--- src/ntm_types_pkg.sv ---
package ntm_types_pkg;

  ////////////////////
  // Data words
  ////////////////////

  // Stored vector and weight element
  typedef logic signed [15:0] data_t;

  // Products and sums wrap here
  typedef logic signed [31:0] acc_t;

  ////////////////////
  // Vector sizes
  ////////////////////

  localparam int unsigned SIZE_X = 4;
  localparam int unsigned SIZE_L = 4;
  localparam int unsigned SIZE_Y = 4;

  typedef logic [$clog2(SIZE_X)-1:0] x_idx_t;
  typedef logic [$clog2(SIZE_L)-1:0] l_idx_t;

  // Covers W, b and U in one flat space
  typedef logic [5:0] weight_addr_t;

endpackage

--- src/ntm_ctrl_pkg.sv ---
package ntm_ctrl_pkg;

  // Sequencer states
  typedef enum logic [2:0] {
    ST_IDLE,
    ST_LOAD,
    ST_CAPTURE,
    ST_HIDDEN_ROW,
    ST_OUTPUT_ROW,
    ST_EMIT
  } seq_state_t;

  // Accumulator operations
  typedef enum logic [1:0] {
    MAC_NONE,
    MAC_CLEAR,
    MAC_MAC,
    MAC_ADD_BIAS
  } mac_op_t;

  // Load order is W rows, then b, then U rows
  localparam int unsigned W_BASE     = 0;
  localparam int unsigned B_BASE     = 16;
  localparam int unsigned U_BASE     = 20;
  localparam int unsigned LOAD_WORDS = 36;

endpackage

--- src/ntm_mac_if.sv ---
`timescale 1ns/1ns

interface ntm_mac_if
  import ntm_types_pkg::*;
  import ntm_ctrl_pkg::*;
();

  mac_op_t op;
  data_t   coef;
  data_t   operand;
  data_t   bias;
  data_t   result;

  // Sequencer issues the operation and collects the result
  modport seq (output op, input result);

  // Weight store supplies the coefficient and the row bias
  modport store (output coef, output bias);

  // Vector buffer supplies the x or h element
  modport vbuf (output operand);

  modport mac (
    input  op,
    input  coef,
    input  operand,
    input  bias,
    output result
  );

endinterface

--- src/ntm_weight_store.sv ---
`timescale 1ns/1ns

module ntm_weight_store
  import ntm_types_pkg::*;
  import ntm_ctrl_pkg::*;
(
  input  logic         CLK,
  input  logic         RST,
  input  logic         wr_en,
  input  weight_addr_t wr_addr,
  input  data_t        wr_data,
  input  weight_addr_t rd_addr,
  ntm_mac_if.store     mac
);

  data_t        mem [LOAD_WORDS];
  weight_addr_t bias_addr;

  ////////////////////
  // Write port
  ////////////////////

  always_ff @(posedge CLK or posedge RST) begin
    if (RST) begin
      for (int i = 0; i < LOAD_WORDS; i++) begin
        mem[i] <= '0;
      end
    end else if (wr_en && (wr_addr < LOAD_WORDS)) begin
      mem[wr_addr] <= wr_data;
    end
  end

  ////////////////////
  // Read port
  ////////////////////

  // Addresses past the U region read as zero
  assign mac.coef = (rd_addr < LOAD_WORDS) ? mem[rd_addr] : '0;

  // Row of a W address selects its bias
  assign bias_addr = weight_addr_t'(B_BASE) + weight_addr_t'(rd_addr[3:2]);
  assign mac.bias  = mem[bias_addr];

endmodule

--- src/ntm_mac_unit.sv ---
`timescale 1ns/1ns

module ntm_mac_unit
  import ntm_types_pkg::*;
  import ntm_ctrl_pkg::*;
(
  input  logic   CLK,
  input  logic   RST,
  ntm_mac_if.mac mac
);

  acc_t acc;
  acc_t product;

  // Both operands sign extend first, so the product wraps in 32 bits
  assign product = acc_t'(mac.coef) * acc_t'(mac.operand);

  ////////////////////
  // Accumulator
  ////////////////////

  always_ff @(posedge CLK or posedge RST) begin
    if (RST) begin
      acc <= '0;
    end else begin
      case (mac.op)
        MAC_CLEAR: begin
          acc <= '0;
        end
        MAC_MAC: begin
          acc <= acc + product;
        end
        MAC_ADD_BIAS: begin
          acc <= acc + acc_t'(mac.bias);
        end
        default: begin
          // Hold for the sequencer to pick up
          acc <= acc;
        end
      endcase
    end
  end

  // Stored elements keep the low half only
  assign mac.result = data_t'(acc[15:0]);

endmodule

--- src/ntm_vector_buffer.sv ---
`timescale 1ns/1ns

module ntm_vector_buffer
  import ntm_types_pkg::*;
(
  input  logic    CLK,
  input  logic    RST,
  input  logic    x_wr,
  input  x_idx_t  x_wr_idx,
  input  data_t   x_data,
  input  logic    h_wr,
  input  l_idx_t  h_wr_idx,
  input  data_t   h_data,
  input  logic    sel_h,
  input  x_idx_t  op_idx,
  ntm_mac_if.vbuf mac
);

  data_t x_vec [SIZE_X];
  data_t h_vec [SIZE_L];

  ////////////////////
  // Vector storage
  ////////////////////

  always_ff @(posedge CLK or posedge RST) begin
    if (RST) begin
      for (int i = 0; i < SIZE_X; i++) begin
        x_vec[i] <= '0;
      end
      for (int i = 0; i < SIZE_L; i++) begin
        h_vec[i] <= '0;
      end
    end else begin
      if (x_wr) begin
        x_vec[x_wr_idx] <= x_data;
      end
      if (h_wr) begin
        h_vec[h_wr_idx] <= h_data;
      end
    end
  end

  // x feeds the hidden step, h feeds the output step
  assign mac.operand = sel_h ? h_vec[l_idx_t'(op_idx)] : x_vec[op_idx];

endmodule

--- src/ntm_sequencer.sv ---
`timescale 1ns/1ns

module ntm_sequencer
  import ntm_types_pkg::*;
  import ntm_ctrl_pkg::*;
(
  input  logic         CLK,
  input  logic         RST,
  input  logic         load_valid,
  output logic         load_ready,
  input  data_t        load_data,
  input  logic         x_valid,
  output logic         x_ready,
  output logic         y_valid,
  input  logic         y_ready,
  output data_t        y_data,
  ntm_mac_if.seq       mac,
  output logic         wr_en,
  output weight_addr_t wr_addr,
  output data_t        wr_data,
  output weight_addr_t rd_addr,
  output logic         x_wr,
  output x_idx_t       x_wr_idx,
  output logic         h_wr,
  output l_idx_t       h_wr_idx,
  output logic         sel_h,
  output x_idx_t       op_idx
);

  seq_state_t                  state;
  weight_addr_t                load_ptr;
  logic                        weights_ok;
  x_idx_t                      x_cnt;
  l_idx_t                      row;
  logic [2:0]                  step;
  x_idx_t                      col;
  logic [$clog2(SIZE_Y)-1:0]   out_idx;
  logic [$clog2(SIZE_Y)-1:0]   y_slot;
  logic                        y_pend;
  data_t                       y_reg [SIZE_Y];
  logic                        load_xfer;
  logic                        x_xfer;
  logic                        y_xfer;

  ////////////////////
  // Stream handshakes
  ////////////////////

  always_comb begin
    load_ready = 1'b0;
    x_ready    = 1'b0;
    case (state)
      ST_IDLE: begin
        // A waiting load word wins over a new input vector
        load_ready = load_valid || !weights_ok;
        x_ready    = weights_ok && !load_valid;
      end
      ST_LOAD:    load_ready = 1'b1;
      ST_CAPTURE: x_ready = 1'b1;
      default: ;
    endcase
  end

  assign y_valid   = (state == ST_EMIT);
  assign y_data    = y_reg[out_idx];
  assign load_xfer = load_valid && load_ready;
  assign x_xfer    = x_valid && x_ready;
  assign y_xfer    = y_valid && y_ready;

  assign wr_en    = load_xfer;
  assign wr_addr  = load_ptr;
  assign wr_data  = load_data;
  assign x_wr     = x_xfer;
  assign x_wr_idx = x_cnt;

  ////////////////////
  // Datapath control
  ////////////////////

  // Step 0 clears, steps 1 to 4 walk the columns
  assign col      = x_idx_t'(step - 3'd1);
  assign op_idx   = col;
  assign sel_h    = (state == ST_OUTPUT_ROW);
  assign h_wr     = (state == ST_HIDDEN_ROW) && (step == 3'd6);
  assign h_wr_idx = row;

  always_comb begin
    mac.op  = MAC_NONE;
    rd_addr = weight_addr_t'(W_BASE);
    case (state)
      ST_HIDDEN_ROW: begin
        // Row bits stay put so the store can pick the bias
        rd_addr = weight_addr_t'(W_BASE) + weight_addr_t'({row, col});
        if (step == 3'd0) begin
          mac.op = MAC_CLEAR;
        end else if (step <= 3'd4) begin
          mac.op = MAC_MAC;
        end else if (step == 3'd5) begin
          mac.op = MAC_ADD_BIAS;
        end
      end
      ST_OUTPUT_ROW: begin
        rd_addr = weight_addr_t'(U_BASE) + weight_addr_t'({row, col});
        mac.op  = (step == 3'd0) ? MAC_CLEAR : MAC_MAC;
      end
      default: ;
    endcase
  end

  ////////////////////
  // State machine
  ////////////////////

  always_ff @(posedge CLK or posedge RST) begin
    if (RST) begin
      state      <= ST_IDLE;
      load_ptr   <= '0;
      weights_ok <= 1'b0;
      x_cnt      <= '0;
      row        <= '0;
      step       <= '0;
      out_idx    <= '0;
      y_slot     <= '0;
      y_pend     <= 1'b0;
    end else begin
      y_pend <= 1'b0;
      case (state)
        ST_IDLE: begin
          if (load_xfer) begin
            // New load invalidates the old weights
            weights_ok <= 1'b0;
            load_ptr   <= load_ptr + 1'b1;
            state      <= ST_LOAD;
          end else if (x_xfer) begin
            x_cnt <= x_cnt + 1'b1;
            state <= ST_CAPTURE;
          end
        end
        ST_LOAD: begin
          if (load_xfer) begin
            if (load_ptr == weight_addr_t'(LOAD_WORDS - 1)) begin
              load_ptr   <= '0;
              weights_ok <= 1'b1;
              state      <= ST_IDLE;
            end else begin
              load_ptr <= load_ptr + 1'b1;
            end
          end
        end
        ST_CAPTURE: begin
          if (x_xfer) begin
            x_cnt <= x_cnt + 1'b1;
            if (x_cnt == x_idx_t'(SIZE_X - 1)) begin
              state <= ST_HIDDEN_ROW;
            end
          end
        end
        ST_HIDDEN_ROW: begin
          // Clear, four MACs, bias, write back
          if (step == 3'd6) begin
            step <= '0;
            row  <= row + 1'b1;
            if (row == l_idx_t'(SIZE_L - 1)) begin
              state <= ST_OUTPUT_ROW;
            end
          end else begin
            step <= step + 1'b1;
          end
        end
        ST_OUTPUT_ROW: begin
          if (step == 3'd4) begin
            step   <= '0;
            row    <= row + 1'b1;
            y_pend <= 1'b1;
            y_slot <= row;
            if (row == l_idx_t'(SIZE_Y - 1)) begin
              state <= ST_EMIT;
            end
          end else begin
            step <= step + 1'b1;
          end
        end
        ST_EMIT: begin
          if (y_xfer) begin
            out_idx <= out_idx + 1'b1;
            if (out_idx == SIZE_Y - 1) begin
              state <= ST_IDLE;
            end
          end
        end
        default: state <= ST_IDLE;
      endcase
    end
  end

  // Finished y lands one cycle after its last MAC
  always_ff @(posedge CLK) begin
    if (y_pend) begin
      y_reg[y_slot] <= mac.result;
    end
  end

endmodule

--- src/ntm_top.sv ---
`timescale 1ns/1ns

module ntm_top
  import ntm_types_pkg::*;
(
  input  logic  CLK,
  input  logic  RST,

  input  logic  load_valid,
  output logic  load_ready,
  input  data_t load_data,

  input  logic  x_valid,
  output logic  x_ready,
  input  data_t x_data,

  output logic  y_valid,
  input  logic  y_ready,
  output data_t y_data
);

  ////////////////////
  // Internal wiring
  ////////////////////

  ntm_mac_if mac_bus ();

  // Weight store write and read
  logic         wr_en;
  weight_addr_t wr_addr;
  data_t        wr_data;
  weight_addr_t rd_addr;

  // Vector buffer control
  logic   x_wr;
  x_idx_t x_wr_idx;
  logic   h_wr;
  l_idx_t h_wr_idx;
  logic   sel_h;
  x_idx_t op_idx;

  ////////////////////
  // Instances
  ////////////////////

  ntm_sequencer ntm_sequencer_i (
    .CLK       (CLK),
    .RST       (RST),
    .load_valid(load_valid),
    .load_ready(load_ready),
    .load_data (load_data),
    .x_valid   (x_valid),
    .x_ready   (x_ready),
    .y_valid   (y_valid),
    .y_ready   (y_ready),
    .y_data    (y_data),
    .mac       (mac_bus.seq),
    .wr_en     (wr_en),
    .wr_addr   (wr_addr),
    .wr_data   (wr_data),
    .rd_addr   (rd_addr),
    .x_wr      (x_wr),
    .x_wr_idx  (x_wr_idx),
    .h_wr      (h_wr),
    .h_wr_idx  (h_wr_idx),
    .sel_h     (sel_h),
    .op_idx    (op_idx)
  );

  ntm_weight_store ntm_weight_store_i (
    .CLK    (CLK),
    .RST    (RST),
    .wr_en  (wr_en),
    .wr_addr(wr_addr),
    .wr_data(wr_data),
    .rd_addr(rd_addr),
    .mac    (mac_bus.store)
  );

  ntm_mac_unit ntm_mac_unit_i (
    .CLK(CLK),
    .RST(RST),
    .mac(mac_bus.mac)
  );

  // Hidden results go straight from the accumulator into the buffer
  ntm_vector_buffer ntm_vector_buffer_i (
    .CLK     (CLK),
    .RST     (RST),
    .x_wr    (x_wr),
    .x_wr_idx(x_wr_idx),
    .x_data  (x_data),
    .h_wr    (h_wr),
    .h_wr_idx(h_wr_idx),
    .h_data  (mac_bus.result),
    .sel_h   (sel_h),
    .op_idx  (op_idx),
    .mac     (mac_bus.vbuf)
  );

endmodule

--- config.mk ---
export PLATFORM = sky130hd
export DESIGN_NAME = ntm_top
export DESIGN_NICKNAME = d
export VERILOG_FILES = /design/src/ntm_types_pkg.sv /design/src/ntm_ctrl_pkg.sv /design/src/ntm_mac_if.sv /design/src/ntm_weight_store.sv /design/src/ntm_mac_unit.sv /design/src/ntm_vector_buffer.sv /design/src/ntm_sequencer.sv /design/src/ntm_top.sv
export SDC_FILE = /design/constraint.sdc
export NUM_CORES = 2
export LEC_CHECK = 0
export ABC_CLOCK_PERIOD_IN_PS = 31900
export BUFFER_PORTS_ARGS = -buffer_cell sky130_fd_sc_hd__buf_4
export CORE_MARGIN = 4
export CORE_UTILIZATION = 25
export CTS_CLUSTER_DIAMETER = 30
export CTS_CLUSTER_SIZE = 40
export DETAILED_ROUTE_END_ITERATION = 8
export PLACE_DENSITY_LB_ADDON = 0.2
export REMOVE_ABC_BUFFERS = 1
export SLEW_MARGIN = 20
export SYNTH_ARGS = -nofsm -noshare
export SYNTH_HDL_FRONTEND = slang
export SYNTH_SLANG_ARGS = --single-unit
--- constraint.sdc ---
create_clock -name CLK -period 31.9 [get_ports CLK]
set_input_delay 0 -clock CLK [delete_from_list [all_inputs] [get_ports CLK]]
set_output_delay 0 -clock CLK [all_outputs]
set_load 0.1 [all_outputs]
==> results.txt <==
----------------------------------------------------
[Routing]
  Post-route DRC ... 0
  Via count ... 32.12k
  Detailed Route Iter0 Violations ... ~2.5k
  Number of antenna-violating nets in the routed design ... 0
  Vias per std cell ... 5.004
  Average wire length per cell after detail routing ... around 25 µm
  Drt pass-1 iters ... 5
  Detailed-route wire length ... 163.3 mm

[Min path]
  Type of the worst min-delay path ... in2reg

[Synthesis]
  Ys flop type ... dfrtp_1
  Async set-reset flop share out of synthesis ... 92.06%
  Top cell type by total area after synthesis ... dfrtp_1
  Dominant combinational cell family by area after synthesis ... multiplexers
  Count of distinct cell types in the synthesized netlist ... 98
  Number of enable flip-flop cells after synthesis ... 64
  Portion of the post-synthesis area used by sequential elements ... between 40% and 50%
  Top cell type's share of synthesized area ... 42.05%
  Synth cell count leaders ... 742 x dfrtp_1, 715 x mux2_2, 262 x nand2_1
  Share of synthesized cell area in full adder, half adder and majority cells ... 6.954%
  Number of warnings printed during yosys synthesis ... 0
  Basic-gate share of the synthesized area counting and, or, nand and nor cells ... 7.793%
  Cell area after synthesis ... about 0.044 mm²
  Post-Syn Instances ... 3784
  Xor-xnor portion of the synthesized cell area ... 1.286%
  Multiplexer share of the synthesized area ... 22.68%
  Synthesized area per cell ... 11.67 µm²
  Post-synthesis compound-gate area fraction ... 10.31%
  Yosys reg bits ... 806
  Most common cell in the synthesized netlist ... dfrtp_1
  Top cells by area in the synthesized netlist ... dfrtp_1 42%, mux2_2 18%, edfxtp_1 4.4%

[Global routing]
  Grt ovf ... 0
  Overall routing resource usage ... 17.52%
  Global Route met2 Usage ... 27.49%
  Initial antenna violation count ... 8
  First-pass GRT wire length ... 239.1 mm
  Number of global-route vias before repair ... 33.06k
  Global route hottest layer ... met2
  Pin count of the biggest net entering global routing ... 151
  Met1 Use GR ... 24.52%
  M3 GR Usage ... under 10%

[Run]
  Total of max-cap violations ... 0

[Placed design]
  Hpwl dp ... just over 100 mm
  # port buffers ... 55
  Cell total after placement ... 5972
  Dpl ws ... about 20 ns
  Dpl cell area ... ~0.047 mm²
  Final weighted congestion in routability-driven placement ... 0.8481

[Finish]
  Final core utilization ... 31.58%
  Largest register FFs ... between 500 and 600
  Number of nets in the layout ... 4136
  Area growth from synthesis to layout ... 25.00%
  Count of filler cells inserted in the layout ... 17.62k
  Number of cells in the finished layout apart from fillers ... 6419
  Most flop-heavy register ... ntm_weight_store_i.mem
  Fraction of final layout cells with drive strength greater than 1 ... 33.16%
  Post-route standard cell area excluding fillers ... 0.05520 mm²

[CTS]
  Master cell of the clock root buffer ... clkbuf_16
  PostCTS Resize Cnt ... 0
  Number of H-tree levels ... 4
  Buffer count from post-CTS setup fixing ... 0
  Register clock-pin slew on the reported worst setup and hold paths ... about 0.05 ns
  Number of clock sinks seen by CTS ... 806
  Number of clock buffers inserted by TritonCTS ... ~210
  TritonCTS clock tree ... built
  Hold bufs inserted after CTS ... 49
  Max Buffers Root-to-Sink ... 3
  Worst-skew pair later-pin latency ... about 0.84 ns

[Floorplanning]
  Floorplan core area ... 0.1748 mm²
  Total Die Area ... 0.1834 mm²
  Number of rows created at floorplan ... between 150 and 200
  Die Span Y ... 428.3 µm
  Horizontal die dimension ... 428.3 µm
  Initial Utilization ... 25.26%
  Number of primary I/O pins ... 56

[Critical path]
  Slowest cell on the critical path ... dfrtp_4
  Critical path peak fanout ... 56
  Worst endpoint data arrival time ... 12.29 ns
  Delay contributed by the slowest stage of the critical path ... 0.93 ns
  Crit path launch type ... register
  Worst Setup End Kind ... register
  Worst Path Class, Setup ... reg2reg
  Data required, critical path ... 32.59 ns

[STA]
  Share of the cycle needed by the critical path after routing ... between 30% and 40%
  Final worst path period need ... 11.60 ns
  Number of setup violations in the final report ... 0
  Number of pins with negative max-slew slack in the final report ... 0
  Layout Skew ... 0.09105 ns
  Transition at the pin with the smallest max-transition slack ... between 1 and 1.5 ns
  Worst-case headroom to the max-slew limit ... 19.09%
  Upper clock frequency limit ... 86.18 MHz
  Setup WS post-layout ... 20.30 ns
  Fin Setup TNS ... 0 ns
  Unrepaired setup endpoints after global routing ... false
  Final count of hold timing violations ... 0

[Pwr]
  Max VDD drop ... 0.0001015 V
  Leakage power of the design ... 25.20 nW
  Power density over the cells ... about 120 mW/mm²

[Run status]
  Run status ... finished, final reports clean

----------------------------------------------------
## power breakdown
part,leakage [nW],internal (W),total [W],switching [W]
Clock,3.68,0.00152,0.00220,0.000679
Sequential,10.8,0.00115,0.00127,0.000118
Combinational,10.7,0.00100,0.00290,0.00189
## stage by stage
step	hold WS (ns)	total power [W]
detailed placement	0.2338	0.004171
CTS	0.001187	0.006422
floorplan	0.1168	0.003081
finish	0.04218	0.006367
global placement	0.2297	0.004173
global route	0.01406	0.006732
## kinds of logic (layout without fill, tap and decap cells)
kind of cell,Yosys count,after routing
XOR/XNOR,56,56
flip-flops,806,806
adder cells (fa/ha/maj),189,189
AO/OA/AOI/OAI,670,670
buffers and inverters,495,800
other,0,5
AND/OR/NAND/NOR,717,717
multiplexers,851,851
## final timing paths
path / cells after the start / end / startpoint / slack [ns]
worst min register to register: 2 / ntm_vector_buffer_i.h_vec[49] / ntm_vector_buffer_i.h_vec[49] / 0.48
max in group asynchronous: 7 / ntm_weight_store_i.mem[270] / RST / 28.39
worst max register to register: 29 / ntm_mac_unit_i.acc[15] / ntm_sequencer_i.step[0] / 20.30
worst max-delay path: 29 / ntm_mac_unit_i.acc[15] / ntm_sequencer_i.step[0] / 20.30
min in group asynchronous: 4 / ntm_vector_buffer_i.h_vec[26] / RST / 0.56
worst min-delay path: 3 / ntm_vector_buffer_i.x_vec[8] / x_data[8] / 0.04
## final cells by class
cell class / instances / area (µm²) / share of cell area, %
Antenna cell: 5 / 12.51 / 0.02267
Multi-Input combinational cell: 2483 / 21800 / 39.49
Clock inverter: 102 / 1483 / 2.686
Clock buffer: 290 / 6047 / 10.96
Timing Repair Buffer: 197 / 1647 / 2.983
Tap cell: 2325 / 2909 / 5.270
Sequential cell: 806 / 20500 / 37.14
Inverter: 211 / 802.0 / 1.453
## worst max-delay path, delay by kind of cell, from the launching register on
kind | cells | cell delay, ns
buffers and inverters | 5 | 1.75
flip-flops | 1 | 0.93
AO/OA/AOI/OAI | 3 | 0.57
AND/OR/NAND/NOR | 5 | 2.51
adder cells (fa/ha/maj) | 7 | 3.61
XOR/XNOR | 9 | 1.87
## layer usage
layer,wire (µm),part of all wire (%)
met5,0,0
met1,75510,46
met4,3941,2.4
met3,8788,5.4
met2,75070,46
## placed cells by master (no fill, tap or decap), types with 26 or more instances in the layout
master	netlist	routed
edfxtp_1	64	64
nand2_1	262	260
mux4_2	48	48
inv_1	210	208
fa_1	94	94
a31oi_1	37	37
bufinv_16	0	26
clkinv_2	0	47
mux2i_1	88	85
nor2_1	181	172
clkbuf_16	0	211
nand3_1	30	30
nor3_1	34	33
dlygate4sd3_1	0	49
a21oi_1	143	141
dfrtp_1	742	738
buf_4	11	145
a221oi_1	52	52
nor2b_1	30	30
clkbuf_1	180	32
ha_1	95	94
o211ai_1	35	35
xnor2_1	39	39
o21ai_0	144	144
a211oi_1	27	27
mux2_2	715	715
or2_2	32	32
clkbuf_8	0	47
Note: power is estimated with default switching activity, not from simulation.
